$ cat src/sys_pkg.sv
package sys_pkg;

   // native bus widths
   localparam int DATA_W = 32;
   localparam int ADDR_W = 16;
   localparam int STRB_W = DATA_W / 8;

   // address map, slave picked by the top address bit
   localparam int N_SLAVES = 2;
   localparam int SEL_MEM  = 0;
   localparam int SEL_UART = 1;

   // word index taken from address bits 11..2
   localparam int MEM_ADDR_W = 10;

   // uart register select from address bits 3..2
   localparam int UART_ADDR_W = 2;

   localparam logic [UART_ADDR_W-1:0] UART_TXDATA = UART_ADDR_W'(0);
   localparam logic [UART_ADDR_W-1:0] UART_RXDATA = UART_ADDR_W'(1);
   localparam logic [UART_ADDR_W-1:0] UART_STATUS = UART_ADDR_W'(2);
   localparam logic [UART_ADDR_W-1:0] UART_DIV    = UART_ADDR_W'(3);

   // status word bits
   localparam int STAT_TX_BUSY  = 0;
   localparam int STAT_RX_VALID = 1;

   // bit period in clocks
   localparam int DIV_W = 16;
   localparam logic [DIV_W-1:0] DIV_RESET = DIV_W'(16);

   typedef logic [DATA_W-1:0] bus_data_t;
   typedef logic [ADDR_W-1:0] bus_addr_t;
   typedef logic [STRB_W-1:0] bus_strb_t;
   typedef logic [7:0]        uart_byte_t;

endpackage
$ cat src/uart_rx.sv
`timescale 1ns/1ps

module uart_rx (
   input  logic                      clk,
   input  logic                      rst_n,
   input  logic                      rxd,
   input  logic [sys_pkg::DIV_W-1:0] rx_div,
   output sys_pkg::uart_byte_t       rx_data,
   output logic                      rx_done
);

   typedef enum logic [1:0] {
      RX_IDLE,
      RX_START,
      RX_DATA,
      RX_STOP
   } rx_state_t;

   rx_state_t                 state;
   logic [2:0]                rxd_sync;
   logic                      rx_bit;
   logic                      fall;
   logic [sys_pkg::DIV_W-1:0] div_q;
   logic [sys_pkg::DIV_W-1:0] cnt_q;
   logic [2:0]                bit_q;
   sys_pkg::uart_byte_t       shift_q;
   logic                      bit_end;

   // two flops against metastability, third one for the edge
   assign rx_bit  = rxd_sync[1];
   assign fall    = rxd_sync[2] & ~rxd_sync[1];
   assign bit_end = (cnt_q == div_q - sys_pkg::DIV_W'(1));

   always_ff @(posedge clk) begin
      if (state == RX_IDLE && fall) begin
         div_q <= rx_div;
      end
      // lsb arrives first, shift in from the top
      if (state == RX_DATA && bit_end) begin
         shift_q <= {rx_bit, shift_q[7:1]};
      end
   end

   always_ff @(posedge clk) begin
      if (!rst_n) begin
         state    <= RX_IDLE;
         rxd_sync <= '1;
         cnt_q    <= '0;
         bit_q    <= '0;
         rx_done  <= 1'b0;
      end else begin
         rxd_sync <= {rxd_sync[1:0], rxd};
         rx_done  <= 1'b0;
         case (state)
            RX_IDLE: begin
               if (fall) begin
                  cnt_q <= '0;
                  state <= RX_START;
               end
            end
            RX_START: begin
               // half a period in, the start bit must still be low
               if (cnt_q == (div_q >> 1)) begin
                  cnt_q <= '0;
                  bit_q <= '0;
                  state <= rx_bit ? RX_IDLE : RX_DATA;
               end else begin
                  cnt_q <= cnt_q + sys_pkg::DIV_W'(1);
               end
            end
            RX_DATA: begin
               if (bit_end) begin
                  cnt_q <= '0;
                  if (bit_q == 3'd7) begin
                     state <= RX_STOP;
                  end else begin
                     bit_q <= bit_q + 3'd1;
                  end
               end else begin
                  cnt_q <= cnt_q + sys_pkg::DIV_W'(1);
               end
            end
            default: begin
               // framing error just drops the byte
               if (bit_end) begin
                  cnt_q   <= '0;
                  rx_done <= rx_bit;
                  state   <= RX_IDLE;
               end else begin
                  cnt_q <= cnt_q + sys_pkg::DIV_W'(1);
               end
            end
         endcase
      end
   end

   assign rx_data = shift_q;

endmodule

$ cat config.mk
export PLATFORM = sky130hd
export DESIGN_NAME = uart_rx
export DESIGN_NICKNAME = d
export VERILOG_FILES = /design/src/sys_pkg.sv /design/src/uart_rx.sv
export SDC_FILE = /design/constraint.sdc
export NUM_CORES = 1
export LEC_CHECK = 0
export ABC_CLOCK_PERIOD_IN_PS = 6200
export BUFFER_PORTS_ARGS = -buffer_cell sky130_fd_sc_hd__buf_2
export CAP_MARGIN = 0
export CORE_MARGIN = 2
export CORE_UTILIZATION = 30
export DETAILED_ROUTE_END_ITERATION = 10
export MAX_ROUTING_LAYER = met4
export PLACE_DENSITY = 0.58
export SLEW_MARGIN = 20
export SYNTH_ARGS = -nofsm -noshare
export SYNTH_HDL_FRONTEND = slang
export SYNTH_SLANG_ARGS = --single-unit
export TNS_END_PERCENT = 50
$ cat constraint.sdc
create_clock -name clk -period 6.2 [get_ports clk]
set_input_delay 0.31 -clock clk [delete_from_list [all_inputs] [get_ports clk]]
set_output_delay 0.31 -clock clk [all_outputs]
set_load 0.02 [all_outputs]
======== Yosys cells after proc, flatten, opt, wreduce, memory -nomap -nowiden ========
Index checks and enable logic that the tools add are counted.
operators by class
  add/sub/neg operators ................... 3
  eq/ne operators ......................... 10
  muxes and demuxes ....................... 15
  bitwise operators ....................... 4
  reductions and logical operators ........ 8
operators by type and width
  kind                                                 count
  2-to-1 mux 16 bit                                    3
  one-hot mux 16 bit (2 select lines)                  1
  adder 16 x 1 -> 16 bit (second input constant)       1
  == test 16 x 15 -> 1 bit                             1
  == test 16 bit                                       1
  subtractor 16 x 1 -> 16 bit (second input constant)  1
  2-to-1 mux 2 bit                                     6
  2-to-1 mux 3 bit                                     3
  != test 2 bit (second input constant)                4
  one-hot mux 2 bit (3 select lines)                   1
  one-hot mux 3 bit (2 select lines)                   1
  AND reduction 5 bit                                  1
  OR reduction 5 bit                                   1
  AND reduction 4 bit                                  1
  adder 3 x 1 -> 3 bit (second input constant)         1
  == test 3 bit (second input constant)                1
  inverter 1 bit                                       3
  nonzero test 3 bit                                   1
  == test 2 x 1 -> 1 bit (second input constant)       1
  == test 2 bit (second input constant)                1
  logical AND 1 bit                                    2
  zero test 2 bit                                      1
  != test 2 x 1 -> 1 bit (second input constant)       1
  nonzero test 2 bit                                   1
  bitwise AND 1 bit                                    1
storage, ports and cells
  bits in registers ....................... 49
  bits of input ports ..................... 19
  output and inout bits ................... 9
  word-level logic and storage cells ...... 47

======== Longest topological paths before layout ========
  depth after elaboration ................. 4
  gate-level depth with buffers ........... 10
  mapped depth without buffers ............ 9

======== Worst setup path after synthesis ========
OpenSTA, ideal clock, no wires.
  path type ............................... register to register
  start ................................... register div_q[8] (netlist bit)
  end ..................................... register shift_q[0], in the netlist rx_data[0] (enable)
  library setup time ...................... 0.383 ns
  arrival ................................. 2.828 ns
  required time ........................... 5.817 ns
  path slack .............................. 2.989 ns
  cell stages (with the launch flop) ...... 8
  buffers on the path ..................... 1
  period minus slack after synthesis ...... 3.211 ns
  cells stage by stage .................... edfxtp_1 -> buf_6 -> or4_4 -> or3_1 -> a2111o_1 -> a22oi_2 -> nand4_1 -> nor3_1
between the ends
  longest elaborated chain between the ends .. 3
ends and longest elaborated chain
  item                         RTL line       source
  from (decl)                  uart_rx.sv:23  logic [sys_pkg::DIV_W-1:0] div_q;
  from (signal assigned)       uart_rx.sv:36  div_q <= rx_div;
  subtractor 16 x 1 -> 16 bit  uart_rx.sv:32  assign bit_end = (cnt_q == div_q - sys_pkg::DIV_W'(1));
  == test 16 bit               uart_rx.sv:32
  logical AND 1 bit            uart_rx.sv:39  if (state == RX_DATA && bit_end) begin
  to (signal assigned)         uart_rx.sv:40  shift_q <= {rx_bit, shift_q[7:1]};
  to (decl)                    uart_rx.sv:26  sys_pkg::uart_byte_t shift_q;
No other way between the ends.
A chain may end at the register's enable or synchronous reset.

======== Worst setup path in the final report ========
  start ................................... register div_q[4] (netlist bit)
  end ..................................... register shift_q[6], in the netlist rx_data[6] (enable)
Same word-level chain as after synthesis.

==> run metrics <==
status completed; number of diodes 0; Initial Utilization 0.3055; xor-xnor portion of the synthesized cell area 0.1568; worst hold start rx_div[5]; initial DRC count around 130; Rows 34; Total Nets Final ~300; crit-path cells nor4_1 -> nand2_1 -> a2111o_1 -> a22oi_2 -> nand4_1 -> nor3_1; WP buf/inv 0; initial antenna violation count 0; mux cell area share after synthesis 0.01239; EDFF count, synth 24; clock latency on the worst-skew pair ~0.31 ns; Crit Reg-Reg Startpoint div_q[4]$_DFFE_PP_; Max Cap Viol 0; CP max FO 10; # resized after CTS 0; Peak VDD IR 0.00008397 V; Area Growth Syn to Fin 11.30%; cts bufs inserted 5; Yosys warnings 0; Max Root-Sink Buffers 2; Fin Setup TNS 0 ns; # setup viols final 0; Reg clk slew, reported paths 0.10 ns; crit path kind reg -> reg; Slew Limit Headroom 0.3084; Hold Path Sink div_q[5]$_DFFE_PP_; routed wire length about 5300 um; CTS H-tree depth 2; Die Y roughly 98 um; f_max 274.8 MHz; most common cell in the netlist xnor2_1; FF-to-FF setup slack between 2 and 3 ns; Worst EP required about 6.1 ns; fin crit share 0.5868; post-route clock skew ~0.010 ns; Placed Cells incl. Taps 380; final hold slack about 0.18 ns; first-pass iteration count of the detailed router 4; Worst EP arrival 3.58 ns; Pwr Density around 200 nW/um^2; Final Wtd Congestion 0.8662; Synth area leader edfxtp_1; first-pass GRT wire length between 9000 and 10000 um; core footprint ~8600 sq um; final design utilization 0.3400; number of global-route vias before repair approximately 1.9k; Post-Syn Instances 260; Synth cell types between 40 and 50; RSZ-0062 raised after global routing no; Post-synth top cells xnor2_1, dfxtp_1, edfxtp_1, nor2_1, xor2_1; clk sinks just under 50; Worst Tran Pin Value 1.030 ns; routed len/inst around 14 um; Synth Area in Adders 0.01907; IO Port Bufs 27; Reg2Reg Capture Point rx_data[6]$_DFFE_PP_; Slew Viols, Final 0; slowest CP cell nor4_1; Synth top area share 0.2745; total track usage 0.1203; crit start category flop; CTS tree yes; global route total overflow 0; antenna viol nets, final 0; CTS Root Cell clkbuf_8; Simple-Gate Fraction of Synth Area 0.2188; Layout Cells excl Fill slightly below 400; largest family of logic cells by synthesized area simple AND/OR/NAND/NOR gates; Synth Net Count 283; Post-synth top flop dfxtp_1; Post-Syn Area per Cell 10.10 sq um; Post-synth ARST share 0; Seq/Total Area, Yosys 0.4652; WHS Path Cells 1; post-CTS setup buffers 0; vias between 1.5k and 2k; largest net degree at the start of global routing 17; reg2reg path depth 6; DRC Markers 0; Synth area leaders edfxtp_1, dfxtp_1, xnor2_1; HPWL after detailed placement between 4000 and 5000 um; leak pwr ~1 nW; CP max stage delay about 0.84 ns; final hold vios 0; CP delay by family, top simple AND/OR/NAND/NOR gates; die area 9514 sq um; Synth Area in Compound Gates 0.08294; HP Class in -> reg; mean number of vias per cell slightly below 5; Fillers 882; post-synthesis register bit count 49; Post-Synthesis Cell Area approximately 2600 sq um; Pwr Total slightly below 600 uW; I/O pins 28; fin crit period roughly 3.6 ns; critical path capture point type flop; layout cells sized above 1 0.1607; Die Wd around 98 um; cts hold-fix bufs 0
[worst max path at each step]
stage                       startpoint                   end  slack (ns)  depth (start not counted)
detailed placement  div_q[0]$_DFFE_PP_  rx_data[2]$_DFFE_PP_        2.52                          8
CTS                 div_q[0]$_DFFE_PP_  rx_data[2]$_DFFE_PP_        2.54                          8
floorplan           div_q[8]$_DFFE_PP_  rx_data[0]$_DFFE_PP_        2.99                          7
finish              div_q[4]$_DFFE_PP_  rx_data[6]$_DFFE_PP_        2.56                          6
global placement    div_q[8]$_DFFE_PP_  rx_data[0]$_DFFE_PP_        2.74                          6
global route        div_q[0]$_DFFE_PP_  rx_data[3]$_DFFE_PP_        2.23                          8
[power breakdown]
part           internal (mW)  total, mW  leakage, nW  switching [mW]
Sequential             0.344      0.351        0.420         0.00733
Combinational         0.0153     0.0329        0.521          0.0176
Clock                 0.0802      0.192       0.0445           0.112
Total                  0.439      0.576        0.985           0.137
[layout make-up]
class                           instances  area (sq um)  share of cell area
Clock inverter                          3         21.27            0.007281
Tap cell                              108         135.1             0.04625
Timing Repair Buffer                   28         142.6             0.04882
Inverter                               11         41.29             0.01413
Clock buffer                            5         68.82             0.02355
Multi-Input combinational cell        184          1291              0.4420
Sequential cell                        49          1221              0.4180
[cells in the final DEF, fill, tap and decap left out, types with 2 or more instances in the layout]
cell type and count:
a21oi_1 4, a22oi_1 4, a31oi_1 2, and3_1 2, and4_1 2, buf_2 27, clkbuf_8 5, dfxtp_1 25
edfxtp_1 24, ha_1 4, inv_1 11, mux2_2 2, nand2_1 12, nand2b_1 6, nand3_1 10, nand4_1 13
nor2_1 24, nor2b_1 2, nor3_1 7, nor3b_1 2, nor4_1 7, o211ai_1 2, o21ai_0 4, o31ai_1 2
or3_1 4, or4_1 4, xnor2_1 33, xor2_1 14
[per-stage QoR]
stage | setup slack (ns) | instance area, sq um
floorplan | 2.989 | 2625
global placement | 2.738 | 2831
detailed placement | 2.520 | 2831
CTS | 2.541 | 2922
global route | 2.229 | 2922
finish | 2.562 | 2922
[sequential cells by signal, summed over array words and instances, names as in the netlist]
signal	cells
bit_q	3
rxd_sync	3
div_q	16
rx_done	1
cnt_q	16
rx_data	8
state	2
[kinds of logic (layout without fill, tap and decap cells)]
| kind of cell | after synthesis | in the layout |
|---|---|---|
| AND/OR/NAND/NOR | 103 | 103 |
| flip-flops | 49 | 49 |
| XOR/XNOR | 47 | 47 |
| AO/OA/AOI/OAI | 27 | 27 |
| buffers and inverters | 27 | 47 |
| adder cells (fa/ha/maj) | 4 | 4 |
| multiplexers | 3 | 3 |
[routing by layer]
metal  GRT usage  vias up  part of all wire
met5           -        -                 0
met4     0.04808        0             0.027
met3     0.02590       12             0.032
met2      0.2032       33              0.50
met1      0.1395      889              0.44
li1            -      971                 -
Power figures use the tool's default switching activity.
