==> config.mk <==
export PLATFORM = sky130hd
export DESIGN_NAME = iob_uart_flat
export DESIGN_NICKNAME = d
export VERILOG_FILES = /design/src/sys_pkg.sv /design/src/iob_bus_if.sv /design/src/iob_uart.sv /design/src/flat_wrapper.sv
export SDC_FILE = /design/constraint.sdc
export NUM_CORES = 1
export LEC_CHECK = 0
export ABC_CLOCK_PERIOD_IN_PS = 3600
export BUFFER_PORTS_ARGS = -buffer_cell sky130_fd_sc_hd__buf_2
export CAP_MARGIN = 20
export CELL_PAD_IN_SITES_DETAIL_PLACEMENT = 1
export CELL_PAD_IN_SITES_GLOBAL_PLACEMENT = 1
export CORE_MARGIN = 2
export CORE_UTILIZATION = 30
export CTS_BUF_LIST = sky130_fd_sc_hd__clkbuf_8
export DETAILED_ROUTE_END_ITERATION = 8
export PLACE_DENSITY_LB_ADDON = 0.12
export REMOVE_ABC_BUFFERS = 1
export SLEW_MARGIN = 20
export SYNTH_ARGS = -nofsm -noshare
export SYNTH_HDL_FRONTEND = slang
export SYNTH_SLANG_ARGS = --single-unit
==> constraint.sdc <==
create_clock -name clk -period 3.6 [get_ports clk]
set_input_delay 0.36 -clock clk [delete_from_list [all_inputs] [get_ports clk]]
set_output_delay 0.36 -clock clk [all_outputs]
set_load 0.02 [all_outputs]
==> src/sys_pkg.sv <==
package sys_pkg;

   // native bus widths
   localparam int DATA_W = 32;
   localparam int ADDR_W = 16;
   localparam int STRB_W = DATA_W / 8;

   // address map, slave picked by the top address bit
   localparam int N_SLAVES = 2;
   localparam int SEL_MEM  = 0;
   localparam int SEL_UART = 1;

   // word index taken from address bits 11..2
   localparam int MEM_ADDR_W = 10;

   // uart register select from address bits 3..2
   localparam int UART_ADDR_W = 2;

   localparam logic [UART_ADDR_W-1:0] UART_TXDATA = UART_ADDR_W'(0);
   localparam logic [UART_ADDR_W-1:0] UART_RXDATA = UART_ADDR_W'(1);
   localparam logic [UART_ADDR_W-1:0] UART_STATUS = UART_ADDR_W'(2);
   localparam logic [UART_ADDR_W-1:0] UART_DIV    = UART_ADDR_W'(3);

   // status word bits
   localparam int STAT_TX_BUSY  = 0;
   localparam int STAT_RX_VALID = 1;

   // bit period in clocks
   localparam int DIV_W = 16;
   localparam logic [DIV_W-1:0] DIV_RESET = DIV_W'(16);

   typedef logic [DATA_W-1:0] bus_data_t;
   typedef logic [ADDR_W-1:0] bus_addr_t;
   typedef logic [STRB_W-1:0] bus_strb_t;
   typedef logic [7:0]        uart_byte_t;

endpackage
==> src/iob_bus_if.sv <==
`timescale 1ns/1ps

interface iob_bus_if;

   // request side
   logic                valid;
   sys_pkg::bus_addr_t  address;
   sys_pkg::bus_data_t  wdata;
   sys_pkg::bus_strb_t  wstrb;

   // response side, ready is a single-cycle pulse
   sys_pkg::bus_data_t  rdata;
   logic                ready;

   modport master (
      output valid,
      output address,
      output wdata,
      output wstrb,
      input  rdata,
      input  ready
   );

   modport slave (
      input  valid,
      input  address,
      input  wdata,
      input  wstrb,
      output rdata,
      output ready
   );

endinterface

==> src/iob_uart.sv <==
`timescale 1ns/1ps

module iob_uart (
   input  logic                     clk,
   input  logic                     rst_n,
   iob_bus_if.slave                 bus,

   // serializer side
   output logic                     tx_start,
   output sys_pkg::uart_byte_t      tx_data,
   output logic [sys_pkg::DIV_W-1:0] tx_div,
   input  logic                     tx_busy,

   // deserializer side
   input  sys_pkg::uart_byte_t      rx_data,
   input  logic                     rx_done,

   output logic                     rts
);

   logic [sys_pkg::UART_ADDR_W-1:0] reg_sel;
   logic                            access;
   logic                            wr;
   logic                            busy_flag;
   logic                            rx_valid;
   sys_pkg::uart_byte_t             rx_buf;
   logic [sys_pkg::DIV_W-1:0]       div_q;
   sys_pkg::bus_data_t              status_w;

   assign reg_sel = bus.address[sys_pkg::UART_ADDR_W+1:2];
   assign access  = bus.valid & ~bus.ready;
   assign wr      = |bus.wstrb;

   // a start already issued counts as busy until the serializer catches up
   assign busy_flag = tx_busy | tx_start;

   always_comb begin
      status_w = '0;
      status_w[sys_pkg::STAT_TX_BUSY]  = busy_flag;
      status_w[sys_pkg::STAT_RX_VALID] = rx_valid;
   end

   always_ff @(posedge clk) begin
      if (!rst_n) begin
         bus.ready <= 1'b0;
         tx_start  <= 1'b0;
         rx_valid  <= 1'b0;
         div_q     <= sys_pkg::DIV_RESET;
      end else begin
         bus.ready <= access;
         tx_start  <= 1'b0;

         // txdata write is dropped while a frame is pending
         if (access && wr && reg_sel == sys_pkg::UART_TXDATA && !busy_flag) begin
            tx_start <= 1'b1;
         end

         if (access && wr && reg_sel == sys_pkg::UART_DIV) begin
            div_q <= bus.wdata[sys_pkg::DIV_W-1:0];
         end

         // a new byte wins over a read in the same cycle
         if (rx_done) begin
            rx_valid <= 1'b1;
         end else if (access && !wr && reg_sel == sys_pkg::UART_RXDATA) begin
            rx_valid <= 1'b0;
         end
      end
   end

   // payload registers
   always_ff @(posedge clk) begin
      if (access && wr && reg_sel == sys_pkg::UART_TXDATA && !busy_flag) begin
         tx_data <= bus.wdata[7:0];
      end
      if (rx_done) begin
         rx_buf <= rx_data;
      end
   end

   always_ff @(posedge clk) begin
      if (access) begin
         case (reg_sel)
            sys_pkg::UART_TXDATA: bus.rdata <= sys_pkg::bus_data_t'(tx_data);
            sys_pkg::UART_RXDATA: bus.rdata <= sys_pkg::bus_data_t'(rx_buf);
            sys_pkg::UART_STATUS: bus.rdata <= status_w;
            default:              bus.rdata <= sys_pkg::bus_data_t'(div_q);
         endcase
      end
   end

   assign tx_div = div_q;
   // hold off the far end while a byte waits
   assign rts    = ~rx_valid;

endmodule

==> src/flat_wrapper.sv <==
// flat-port wrapper written by rule: the top's interface ports become plain ports
module iob_uart_flat 
  (clk, rst_n, tx_start, tx_data, tx_div, tx_busy, rx_data, rx_done, rts, bus_valid, bus_address, bus_wdata, bus_wstrb, bus_rdata, bus_ready);
  iob_bus_if bus_i ();
  input  logic clk;
  input  logic rst_n;
  output logic tx_start;
  output sys_pkg::uart_byte_t tx_data;
  output logic [sys_pkg::DIV_W-1:0] tx_div;
  input  logic tx_busy;
  input  sys_pkg::uart_byte_t rx_data;
  input  logic rx_done;
  output logic rts;
  input wire logic [$bits(bus_i.valid)-1:0] bus_valid;
  input wire logic [$bits(bus_i.address)-1:0] bus_address;
  input wire logic [$bits(bus_i.wdata)-1:0] bus_wdata;
  input wire logic [$bits(bus_i.wstrb)-1:0] bus_wstrb;
  output wire logic [$bits(bus_i.rdata)-1:0] bus_rdata;
  output wire logic [$bits(bus_i.ready)-1:0] bus_ready;
  assign bus_i.valid = bus_valid;
  assign bus_i.address = bus_address;
  assign bus_i.wdata = bus_wdata;
  assign bus_i.wstrb = bus_wstrb;
  assign bus_rdata = bus_i.rdata;
  assign bus_ready = bus_i.ready;
  iob_uart u_core (.clk(clk), .rst_n(rst_n), .bus(bus_i), .tx_start(tx_start), .tx_data(tx_data), .tx_div(tx_div), .tx_busy(tx_busy), .rx_data(rx_data), .rx_done(rx_done), .rts(rts));
endmodule
[Yosys cells after proc, flatten, opt, wreduce, memory -nomap -nowiden]
Index checks and enable logic that the tools add are counted.
Storage, ports and cells
  bits in registers: 67
  input bits: 65
Cells by class
  muxes and demuxes: 4
  eq/ne operators: 3
  reduce and logical (&&, ||, !) cells: 11
  bitwise logic cells: 4
Operator list (count)
  $pmux 16 s3: 1
  $logic_and 1x1->1: 6
  $eq 2x2->1 const B: 2
  $reduce_or 4->1: 1
  $mux 1: 3
  $eq 2x1->1 const B: 1
  $logic_not 1->1: 2
  $logic_not 2->1: 1
  $not 1->1: 2
  $reduce_bool 2->1: 1
  $and 1x1->1: 1
  $or 1x1->1: 1

[Longest topological paths before layout]
  depth in word-level cells: 6
  depth in mapped cells: 7
  mapped depth without buffers: 3

[Worst setup path before layout]
Ideal clock, no wire load.
  path type: input -> register
  start point: input bus_address[2]
  end point: register u_core.tx_data[0], enable pin
  stages on the path: 3
  library setup time: 0.381 ns
  buffers on the path: 1
  required time: 3.219 ns
  arrival time: 1.502 ns
  setup slack: 1.717 ns
  cells stage by stage: buf_6 -> or3_1 -> nor4_2
Between the ends
  word-level cells in the longest chain between the ends: 3
Ends and longest elaborated chain
  from (decl): RTL line flat_wrapper.sv:15  | input wire logic [$bits(bus_i.address)-1:0] bus_address;
  $logic_not 2->1: RTL line iob_uart.sv:73  | if (access && wr && reg_sel == sys_pkg::UART_TXDATA && !busy_flag) begin
  $logic_and 1x1->1 (2 in a row): RTL line iob_uart.sv:73
  to (signal assigned): RTL line iob_uart.sv:74  | tx_data <= bus.wdata[7:0];
  to (decl): RTL line iob_uart.sv:10  | output sys_pkg::uart_byte_t tx_data,
No other way between the ends.
A chain may end at the register's enable or synchronous reset.

[Worst setup path after layout]
  start point: input bus_address[2]
  end point: register u_core.div_q, in the netlist u_core.tx_div[12]
Between the ends
  word-level cells in the longest chain between the ends: 2
Ends and longest elaborated chain
  $eq 2x2->1: RTL line iob_uart.sv:58  | if (access && wr && reg_sel == sys_pkg::UART_DIV) begin
  $logic_and 1x1->1: RTL line iob_uart.sv:58
  to (signal assigned): RTL line iob_uart.sv:48  | div_q <= sys_pkg::DIV_RESET;
  to (signal assigned): RTL line iob_uart.sv:59  | div_q <= bus.wdata[sys_pkg::DIV_W-1:0];
  to (decl): RTL line iob_uart.sv:27  | logic [sys_pkg::DIV_W-1:0] div_q;
No other way between the ends.

==> reports/results.tsv <==
stage	metric	value	unit
sta	setup TNS	0	ns
clocking	Max clock buf depth	2	
floorplanning	die span in x	89.0	um
sta	f_max	518	MHz
synthesis	number of enable flip-flop cells after synthesis	32	
grt	initial antenna violation count	0	
pwr	P_int	847	uW
floorplanning	# rows	30	
synthesis	prevailing post-synth register cell	edfxtp_1	
pwr	leak pwr	0.00116	uW
routing	WL/cell	14.5	um
placed_design	port bufs	77	
clocking	Num CTS Buffers	5	
floorplanning	die area	7920	sq um
sta	Hold Fails Final Rpt	0	
hold_path	WHS Path Cells	1	
pwr	Sw Pwr	287	uW
clocking	Skew-Pair Late Insertion Delay	0.30	ns
clocking	post_cts resized	0	
sta	max-slew violations	0	
pwr	Sw Ratio	25.3	%
pwr	Gate power share	12.1	%
synthesis	post-synthesis sequential area ratio	61.9	%
synthesis	Netlist Area Pre-Place	2170	sq um
sta	Slew headroom	52.6	%
critical_path	Reg2Reg Depth	4	
sta	Hold Slack	0.230	ns
floorplanning	Starting Density	31.4	%
floorplanning	I/O pin cnt	124	
grt	GRT Total Usage	12.6	%
floorplanning	Die Ht	89.0	um
synthesis	Synth cell types	25	
synthesis	Yosys top cell by area	edfxtp_1	
synthesis	fraction of registers with async set/reset	0	%
grt	global-route wire length before repair	7400	um
grt	GRT overflow	0	
critical_path	Worst setup EP type	register	
final_layout	Antenna Cells	0	
grt	largest net degree at the start of global routing	36	
synthesis	Yosys top cell area share	44.3	%
critical_path	WP data required	3.83	ns
hold_path	HP Class	in2reg	
synthesis	most common cell in the netlist	nand2_1	
critical_path	Setup CP Type	in2reg	
clocking	Clock Root Buffer	clkbuf_8	
routing	DRC violations left	0	
synthesis	dominant cells by area after synthesis	edfxtp_1, dfxtp_1, mux2i_1	
sta	Tcrit/Tclk final	53.6	%
critical_path	worst path arrival time	2.16	ns
sta	RSZ-0062 raised after global routing	no	
clocking	clk sinks	51	
routing	First-pass DRT Iterations	3	
clocking	CTS tree	yes	
placed_design	hpwl dp	3450	um
final_layout	Layout area overhead	21.4	%
sta	actual slew at the worst max-slew pin	0.710	ns
synthesis	top post-synthesis cells by count	nand2_1, edfxtp_1, mux2i_1	
pwr	Peak VDD IR	203	uV
run	MaxCap Viol Count	0	
final_layout	share of layout cells above drive strength 1	37.1	%
clocking	CTS H-tree depth	2	
sta	worst clock skew	0.00310	ns
pwr	Tot Pwr	1130	uW
synthesis	Yosys Warn Count	0	
grt	vias in the first global route	1440	
pwr	Cell Pwr Density	431	nW/um^2
clocking	Clk pin slew, worst setup/hold paths	0.09	ns
sta	post-route minimum period	1.93	ns
synthesis	Mean Syn Cell Area	12.7	sq um
routing	via count	1449	
routing	DRT iter0 DRCs	49	
placed_design	Final Wtd Congestion	0.684	
clocking	CTS Hold Bufs	0	
routing	via density per instance	4.25	
synthesis	synthesis-stage register bit count	51	
synthesis	synthesized netlist cell count	170	
sta	Final Setup Violations	0	
critical_path	CP max FO	19	
routing	post-route ant nets	0	
clocking	post-CTS setup buffers	0	
pwr	Sequential Power Share	58.1	%
critical_path	Worst Setup Start Kind	primary input	
final_layout	Final nets	309	
pwr	power share of the clock group	29.8	%
run_status	status	completed	
floorplanning	core area	6910	sq um
routing	Routed WL	4940	um
registers in the layout (all words and copies together) (netlist names):
signal and cells:
u_core.tx_div 16, u_core.bus.ready 1, u_core.tx_start 1, u_core.tx_data 8, u_core.bus.rdata 16, u_core.rx_buf 8, u_core.rx_valid 1
critical path, stage by stage:
cell,delay [ns]
buf_2,0.37
and2_4,0.29
nor3b_4,0.59
buf_4,0.33
mux2i_1,0.20
logic make-up (layout without fill, tap and decap cells):
family	count (synthesis)	after routing	share of synthesized area, %
AO/OA/AOI/OAI	8	8	2.02
buffers and inverters	30	90	9.93
flip-flops	51	51	61.9
multiplexers	24	24	12.4
other	1	16	0.173
AND/OR/NAND/NOR	56	56	13.6
stage by stage:
stage / worst slack (ns) / area, sq um / std cells / util [%]
global route: 1.52 / 2630 / 341 / 38.1
floorplan: 1.85 / 2020 / 158 / -
global placement: 1.32 / 2540 / 333 / 36.8
finish: 1.67 / 2630 / 341 / 38.1
detailed placement: 1.32 / 2540 / 333 / 36.8
CTS: 1.64 / 2630 / 341 / 38.1
cell usage in the layout, fill, tap and decap left out, drive strengths merged:
| cell type | Yosys | layout |
|---|---|---|
| nor2b | 2 | 2 |
| nor3b | 1 | 1 |
| nor4 | 2 | 2 |
| nand2 | 36 | 36 |
| nor2 | 1 | 1 |
| clkinv | 0 | 1 |
| dfxtp | 19 | 19 |
| mux4 | 2 | 2 |
| buf | 21 | 79 |
| and2 | 3 | 3 |
| and3 | 8 | 8 |
| edfxtp | 32 | 32 |
| or2 | 1 | 1 |
| inv | 3 | 4 |
| mux2i | 22 | 22 |
| a41oi | 1 | 1 |
| or3 | 1 | 1 |
| o21ai | 7 | 7 |
| nand2b | 1 | 1 |
| clkbuf | 6 | 6 |
| conb | 1 | 16 |
path summary, 6_finish.rpt:
kind / start / end / slack (ns)
hold / removal: rx_data[7] / u_core.rx_buf[7] / 0.23
hold reg to reg: u_core.tx_div[9] / u_core.tx_div[9] / 0.48
setup reg to reg: u_core.bus.ready / u_core.tx_div[12] / 1.86
setup / recovery: bus_address[2] / u_core.tx_div[12] / 1.67
routing by layer:
layer	global-route usage, %	up-vias	part of all wire, %
li1	-	703	-
met5	0	-	0
met3	1.85	4	5.0
met1	15.4	688	42
met2	22.5	54	52
met4	4.88	0	1.1
power groups by stage:
stage               Clock, uW  Combinational [uW]  Sequential (uW)
finish                    338                 137              659
global route              373                 150              663
CTS                       349                 140              660
detailed placement          0                 140              673
global placement            0                 139              673
floorplan                   0                50.5              696
final cells by class:
class                   count  area, sq um
fillers                   804         4280
flip-flops and latches     51         1340
multi-input cells         104          667
repair buffers             79          400
well taps                  96          120
clock buffers               6         82.6
inverters                   3         11.3
clock inverters             2         7.51
Power figures use the tool's default switching activity.
