===== src/sys_pkg.sv =====
package sys_pkg;

   // native bus widths
   localparam int DATA_W = 32;
   localparam int ADDR_W = 16;
   localparam int STRB_W = DATA_W / 8;

   // address map, slave picked by the top address bit
   localparam int N_SLAVES = 2;
   localparam int SEL_MEM  = 0;
   localparam int SEL_UART = 1;

   // word index taken from address bits 11..2
   localparam int MEM_ADDR_W = 10;

   // uart register select from address bits 3..2
   localparam int UART_ADDR_W = 2;

   localparam logic [UART_ADDR_W-1:0] UART_TXDATA = UART_ADDR_W'(0);
   localparam logic [UART_ADDR_W-1:0] UART_RXDATA = UART_ADDR_W'(1);
   localparam logic [UART_ADDR_W-1:0] UART_STATUS = UART_ADDR_W'(2);
   localparam logic [UART_ADDR_W-1:0] UART_DIV    = UART_ADDR_W'(3);

   // status word bits
   localparam int STAT_TX_BUSY  = 0;
   localparam int STAT_RX_VALID = 1;

   // bit period in clocks
   localparam int DIV_W = 16;
   localparam logic [DIV_W-1:0] DIV_RESET = DIV_W'(16);

   typedef logic [DATA_W-1:0] bus_data_t;
   typedef logic [ADDR_W-1:0] bus_addr_t;
   typedef logic [STRB_W-1:0] bus_strb_t;
   typedef logic [7:0]        uart_byte_t;

endpackage

===== src/uart_tx.sv =====
`timescale 1ns/1ps

module uart_tx (
   input  logic                      clk,
   input  logic                      rst_n,
   input  logic                      tx_start,
   input  sys_pkg::uart_byte_t       tx_data,
   input  logic [sys_pkg::DIV_W-1:0] tx_div,
   input  logic                      cts,
   output logic                      txd,
   output logic                      tx_busy
);

   typedef enum logic [1:0] {
      TX_IDLE,
      TX_WAIT,
      TX_SEND
   } tx_state_t;

   tx_state_t                 state;
   logic [9:0]                shift_q;
   logic [sys_pkg::DIV_W-1:0] div_q;
   logic [sys_pkg::DIV_W-1:0] cnt_q;
   logic [3:0]                bit_q;
   sys_pkg::uart_byte_t       data_q;
   logic [1:0]                cts_sync;
   logic                      bit_end;

   assign bit_end = (cnt_q == div_q - sys_pkg::DIV_W'(1));

   // payload latched when a frame is accepted
   always_ff @(posedge clk) begin
      if (state == TX_IDLE && tx_start) begin
         data_q <= tx_data;
         div_q  <= tx_div;
      end
   end

   always_ff @(posedge clk) begin
      if (!rst_n) begin
         state    <= TX_IDLE;
         shift_q  <= '1;
         cnt_q    <= '0;
         bit_q    <= '0;
         cts_sync <= '0;
      end else begin
         cts_sync <= {cts_sync[0], cts};
         case (state)
            TX_IDLE: begin
               if (tx_start) begin
                  state <= TX_WAIT;
               end
            end
            TX_WAIT: begin
               // frame only starts once the receiver allows it
               if (cts_sync[1]) begin
                  shift_q <= {1'b1, data_q, 1'b0};
                  cnt_q   <= '0;
                  bit_q   <= '0;
                  state   <= TX_SEND;
               end
            end
            default: begin
               if (bit_end) begin
                  cnt_q   <= '0;
                  // ones shift in so the line idles high
                  shift_q <= {1'b1, shift_q[9:1]};
                  if (bit_q == 4'd9) begin
                     state <= TX_IDLE;
                  end else begin
                     bit_q <= bit_q + 4'd1;
                  end
               end else begin
                  cnt_q <= cnt_q + sys_pkg::DIV_W'(1);
               end
            end
         endcase
      end
   end

   assign txd     = shift_q[0];
   assign tx_busy = (state != TX_IDLE);

endmodule


===== config.mk =====
export PLATFORM = sky130hd
export DESIGN_NAME = uart_tx
export DESIGN_NICKNAME = d
export VERILOG_FILES = /design/src/sys_pkg.sv /design/src/uart_tx.sv
export SDC_FILE = /design/constraint.sdc
export NUM_CORES = 1
export LEC_CHECK = 0
export BUFFER_PORTS_ARGS = -buffer_cell sky130_fd_sc_hd__buf_2
export CAP_MARGIN = 25
export CORE_ASPECT_RATIO = 1.25
export CORE_MARGIN = 5
export CORE_UTILIZATION = 53
export CTS_CLUSTER_SIZE = 30
export DETAILED_ROUTE_END_ITERATION = 6
export GPL_ROUTABILITY_DRIVEN = 0
export GPL_TIMING_DRIVEN = 0
export MAX_ROUTING_LAYER = met4
export PLACE_DENSITY = 0.83
export SYNTH_ARGS = -nofsm -noshare
export SYNTH_HDL_FRONTEND = slang
export SYNTH_SLANG_ARGS = --single-unit

===== constraint.sdc =====
create_clock -name clk -period 2.78 [get_ports clk]
set_input_delay 0.834 -clock clk [delete_from_list [all_inputs] [get_ports clk]]
set_output_delay 0.834 -clock clk [all_outputs]
set_load 0.01 [all_outputs]

-- Word level (Yosys, flattened, before mapping)
Index checks and enable logic that the tools add are counted.
- memories: 0
- word-level logic and storage cells: 42
- bits in read-only memories: 0
- register bits after elaboration: 58
- latch bits: 0
- input bits: 28
- output and inout bits: 2
- RAM bits: 0
- magnitude comparators: 0
- shifts and indexed selects: 0
- mux-type cells: 15
- div/mod/pow operators: 0
- reductions and logical operators: 10
- $add $sub $neg: 3
- bitwise operators: 1
- $mul: 0
- eq/ne operators: 6
- operator list (kind ; count):
    2-to-1 mux 16 bit ; 2
    one-hot mux 16 bit (2 select lines) ; 1
    2-to-1 mux 10 bit ; 2
    one-hot mux 10 bit (2 select lines) ; 1
    adder 16 x 1 -> 16 bit (second input constant) ; 1
    equality test 16 bit ; 1
    subtractor 16 x 1 -> 16 bit (second input constant) ; 1
    2-to-1 mux 4 bit ; 3
    2-to-1 mux 2 bit ; 4
    one-hot mux 4 bit (2 select lines) ; 1
    AND reduction 4 bit ; 2
    nonzero test 3 bit ; 2
    adder 4 x 1 -> 4 bit (second input constant) ; 1
    equality test 4 bit (second input constant) ; 1
    != test 2 bit (second input constant) ; 2
    one-hot mux 2 bit (2 select lines) ; 1
    nonzero test 2 bit ; 2
    AND reduction 3 bit ; 1
    equality test 2 x 1 -> 1 bit (second input constant) ; 1
    zero test 2 bit ; 1
    != test 2 x 1 -> 1 bit (second input constant) ; 1
    AND reduction 2 bit ; 1
    logical AND 1 bit ; 1
    inverter 1 bit ; 1

-- Depth between registers and ports, before layout
- depth after elaboration: 4
- gate-level depth with buffers: 11

-- Least setup slack after synthesis
No wires, ideal clock.
- kind: register to register
- from: reg div_q[2] (netlist name)
- to: reg cnt_q[10] (netlist name)
- stages on the path, launching flop included: 10
- buffers on the path: 1
- slack: 105 ps
- setup time: 122 ps
- data arrival time: 2553 ps
- cells stage by stage: edfxtp_1 > buf_6 > or4_4 > nor4_4 > xnor2_1 > a211o_1 > nor3b_1 > a21oi_1 > and3b_1 > a221o_1
- cells in the longest elaborated chain, start to end: 4
- RTL lines (what ; line ; source):
    start: declaration ; uart_tx.sv:22 ; logic [sys_pkg::DIV_W-1:0] div_q;
    start signal: assignment ; uart_tx.sv:35 ; div_q <= tx_div;
    subtractor 16 x 1 -> 16 bit ; uart_tx.sv:29 ; assign bit_end = (cnt_q == div_q - sys_pkg::DIV_W'(1));
    equality test 16 bit ; uart_tx.sv:29 ;
    2-to-1 mux 16 bit ; uart_tx.sv:64 ; if (bit_end) begin
    one-hot mux 16 bit (2 select lines) ; uart_tx.sv:48 ; case (state)
    end signal: assignment ; uart_tx.sv:74 ; cnt_q <= cnt_q + sys_pkg::DIV_W'(1);
    end: declaration ; uart_tx.sv:23 ; logic [sys_pkg::DIV_W-1:0] cnt_q;
No other way between the ends.
A chain may end at the register's enable or synchronous reset.

-- Worst setup path in the final report
- from: reg div_q[0] (netlist name)
- to: reg bit_q[3]
- cells in the longest elaborated chain, start to end: 4
- RTL lines (what ; line ; source):
    subtractor 16 x 1 -> 16 bit ; uart_tx.sv:29 ;
    equality test 16 bit ; uart_tx.sv:29 ;
    nonzero test 2 bit (no line) ; -- ;
    AND reduction 4 bit (no line) ; -- ;
    end signal: assignment ; uart_tx.sv:71 ; bit_q <= bit_q + 4'd1;
    end: declaration ; uart_tx.sv:24 ; logic [3:0] bit_q;
No other way between the ends.

==> metrics.log <==
INFO  metric result_of_the_run = finished with violations
INFO  metric failed_checks = setup timing
INFO  metric io_pins = 30
INFO  metric syn_avg_cell_area = 10.1 sq um
INFO  metric synth_fp_nets = between 300 and 400
INFO  metric numPortBuffers = 28
INFO  metric timing_hold_violations_final = 0
INFO  metric nets = 376
INFO  metric total_power = between 1.5 and 2 mW
INFO  metric pwr-share-clk = between 40% and 50%
INFO  metric cts_tree = yes
INFO  metric yosysMostFrequentCell = sky130_fd_sc_hd__nand2_1
INFO  metric syn_to_final_growth = 28.0%
INFO  metric finalWirelength = around 6.5 mm
INFO  metric worst_case_setup_margin_in_the_final_layout = -0.114 ns
INFO  metric initial_core_util = 53.8%
INFO  metric gr-total-overflow = 0
INFO  metric numClockSinks = 57
INFO  metric place.detailed.hpwl = 4.06 mm
INFO  metric core = about 0.0054 sq mm
INFO  metric synth_flop_cell = sky130_fd_sc_hd__dfxtp_1
INFO  metric power.leakage = around 1.4 nW
INFO  metric pwr-share-comb = a little under a tenth
INFO  metric power_switching_share = a little under a quarter
INFO  metric synth_cell_types = 52
INFO  metric tritoncts.num_buffers = 9
INFO  metric remaining_drc_errors = 0
INFO  metric grt_start_max_net_pins = 23
INFO  metric power-per-cell-area = 517 mW/mm^2
INFO  metric critical_path.slowest_cell = sky130_fd_sc_hd__or4_4
INFO  metric pwr-share-seq = a little under 50%
INFO  metric worstPathCellList = or4_4 > nor4_4 > xnor2_2 > a211o_1 > nor3b_2 > nand4_2 > buf_6 > or3_1 > a21oi_2
INFO  metric clock_insertion_delay_worst_skew = between 0.3 and 0.4 ns
INFO  metric hold_path.class = reg -> reg
INFO  metric number_of_antenna_violations_at_the_first_check_in_global_routing = 0
INFO  metric antenna_cells = 0
INFO  metric synth_seq_cells = 57
INFO  metric criticalPathCategory = reg -> reg
INFO  metric first_global_vias = about 2100
INFO  metric route.vias.total = about 2400
INFO  metric grt_setup_unrepaired = true
INFO  metric hold_depth = 1
INFO  metric final_core_utilization = around 69%
INFO  metric drtAntennaViolNets = 0
INFO  metric worstSetupEndpointType = flip-flop
INFO  metric timing.critical_path.fanout_max = 5
INFO  metric worst_ir_drop_vdd = just under 0.5 mV
INFO  metric detail_route.iter0.violations = around 230
INFO  metric worst_path_largest_cell_delay = about 0.58 ns
INFO  metric avgRoutedWirePerCell = between 15 and 20 um
INFO  metric cp-start-kind = flip-flop
INFO  metric die_outline_area = 0.00704 sq mm
INFO  metric synth.yosys.seq_area_share = 47.8%
INFO  metric synth_top_area_share = between 20% and 30%
INFO  metric root_buffer = sky130_fd_sc_hd__clkbuf_8
INFO  metric htreeDepth = 3
INFO  metric fin_hold_ws = between 0.4 and 0.5 ns
INFO  metric num_rows = 30
INFO  metric min_period_over_period = 104%
INFO  metric syn_inst = approximately 290
INFO  metric maxSlewViolCount = 0
INFO  metric netlist_top_cells_area = sky130_fd_sc_hd__edfxtp_1 (25%), sky130_fd_sc_hd__dfxtp_1 (23%), sky130_fd_sc_hd__nand2_1 (4.5%), sky130_fd_sc_hd__xnor2_1 (4.2%), sky130_fd_sc_hd__mux2i_1 (3.8%)
INFO  metric fin_skew = roughly 0.0073 ns
INFO  metric grt.total_usage = approximately 18%
INFO  metric cap_violations = 0
INFO  metric fp.dieH = 92.5 um
INFO  metric syn_area = a little under 0.003 sq mm
INFO  metric synth_top_area_cell = sky130_fd_sc_hd__edfxtp_1
INFO  metric dieWidth = 76.0 um
INFO  metric cts.hold.buffers_added = 0
INFO  metric cp_data_required_time = around 3.1 ns
INFO  metric global_route_wire_length_before_repair = 9.62 mm
INFO  metric drt_first_pass_iters = 4
INFO  metric worst_reg2reg_path_length_in_cells = 9
INFO  metric p_sw = around 460 uW
INFO  metric cts.reportedPaths.clkPinSlew = 0.07 ns
INFO  metric tightest_slew = ~0.48 ns
INFO  metric ys_warn_count = 0
INFO  metric synth_enable_flop_cells = 24
INFO  metric internal_dissipation = approximately 1.5 mW
INFO  metric setup_viol_count_final = 22
INFO  metric yosys-top-cells-count = sky130_fd_sc_hd__nand2_1 (35), sky130_fd_sc_hd__dfxtp_1 (33), sky130_fd_sc_hd__edfxtp_1 (24)
INFO  metric postSynth.asyncResetShare = 0%
INFO  metric critPathArrivalTime = 3.18 ns
INFO  metric filler_cell_count = 378
INFO  metric max-clock-path-buffers = 2
INFO  metric max_freq = 346 MHz
INFO  metric fin_crit = between 2 and 3 ns
INFO  metric layout-drive-gt1-share = between 30% and 40%
INFO  metric vias_per_cell = between 5 and 6
INFO  metric max-slew-margin-rel = around two thirds
-- cells by family after synthesis --
logic type	Yosys count	synth area share, %
xor gates and xnor gates	24	7.28
muxes	18	6.54
and+or+nand+nor	124	23.6
buffers and inverters	19	3.07
DFF	57	47.8
AOI/OAI and AO/OA	41	10.0
adders and majority gates	4	1.73
-- state kept, by name, summed over array words and instances, names as in the netlist --
register / flops
bit_q: 4
cnt_q: 16
cts_sync: 2
data_q: 8
div_q: 16
shift_q: 9
state: 2
-- final cells by class --
class                   instances  area [sq um]  area share, %
well taps                      64          80.1           2.17
multi-input cells             211          1620           43.7
flip-flops and latches         57          1380           37.3
clock buffers                  10           149           4.03
plain buffers                  10          71.3           1.93
clock inverters                 6          63.8           1.73
inverters                       9          33.8          0.913
repair buffers                 46           302           8.15
-- power by group through the flow --
stage / Clock (mW) / Sequential (mW) / Combinational [mW]
2_1_floorplan: 0 / 0.944 / 0.0994
3_3_place_gp: 0 / 0.950 / 0.133
3_5_place_dp: 0 / 0.950 / 0.143
4_1_cts: 0.823 / 0.927 / 0.162
5_1_grt: 0.858 / 0.930 / 0.191
6_report: 0.809 / 0.928 / 0.176
-- timing repair --
action / 4_1_cts / 5_1_grt
cloned: 0 / 2
setup endpoints to repair: 30 / 29
buffers inserted: 8 / 7
resized for setup: 11 / 43
pin swaps: 10 / 9
-- metal layers --
metal | GRT usage (%) | up-vias | share of wire [%]
met5 | - | - | 0
met4 | 7.86 | 0 | 3.0
met3 | 4.96 | 20 | 4.0
met2 | 28.2 | 74 | 52
met1 | 20.4 | 1133 | 41
li1 | - | 1156 | -
-- critical path, delay by kind of cell (launching register included) --
kind            cells  cell delay, ns
flops               1            0.44
simple gates        5            1.63
xor+xnor            1            0.12
buf+inv             1            0.17
compound gates      2            0.48
-- cells in the final DEF (no fill, tap or decap), types with 3 or more instances in the layout --
master                       synthesis  routed
sky130_fd_sc_hd__o311ai_2            0       4
sky130_fd_sc_hd__clkbuf_1            6       6
sky130_fd_sc_hd__inv_1               9       9
sky130_fd_sc_hd__xnor2_1            14      13
sky130_fd_sc_hd__o21ai_1             0       3
sky130_fd_sc_hd__nand3_1            22      20
sky130_fd_sc_hd__and3_1              3       3
sky130_fd_sc_hd__o311ai_4            0       3
sky130_fd_sc_hd__nand2_1            35      34
sky130_fd_sc_hd__buf_2               2      28
sky130_fd_sc_hd__nor2b_1             5       5
sky130_fd_sc_hd__nor3_1              7       7
sky130_fd_sc_hd__o21ai_0            11       4
sky130_fd_sc_hd__mux2_2              7       7
sky130_fd_sc_hd__mux2i_1            11      11
sky130_fd_sc_hd__ha_1                4       4
sky130_fd_sc_hd__edfxtp_1           24      24
sky130_fd_sc_hd__xor2_1             10      10
sky130_fd_sc_hd__buf_6               2       8
sky130_fd_sc_hd__o21ai_2             1       4
sky130_fd_sc_hd__nand2b_1            4       4
sky130_fd_sc_hd__dfxtp_1            33      33
sky130_fd_sc_hd__a21oi_2             1       3
sky130_fd_sc_hd__nor2_1             17      15
sky130_fd_sc_hd__clkbuf_8            0       9
sky130_fd_sc_hd__or2_2               4       3
sky130_fd_sc_hd__buf_4               0      12
sky130_fd_sc_hd__or3_1               4       4
sky130_fd_sc_hd__clkinvlp_4          0       3
sky130_fd_sc_hd__or4_4               3       3
-- worst paths after layout --
check                         start                     end  slack [ns]
max              div_q[0]$_DFFE_PP_   bit_q[3]$_SDFFE_PN0P_       -0.11
min          cts_sync[0]$_SDFF_PN0_  cts_sync[1]$_SDFF_PN0_        0.46
min reg2reg  cts_sync[0]$_SDFF_PN0_  cts_sync[1]$_SDFF_PN0_        0.46
max reg2reg      div_q[0]$_DFFE_PP_   bit_q[3]$_SDFFE_PN0P_       -0.11
-- stage by stage --
stage	TNS, ns	setup slack (ns)	cell area, sq um	instances
finish	-1.06	-0.114	3700	413
global route	-5.46	-0.295	3700	413
CTS	-0.589	-0.0842	3460	404
detailed placement	-5.16	-0.325	3130	380
global placement	-4.29	-0.311	3110	379
floorplan	0	0.105	2890	287
No activity file was read; power rests on OpenSTA's default activity.
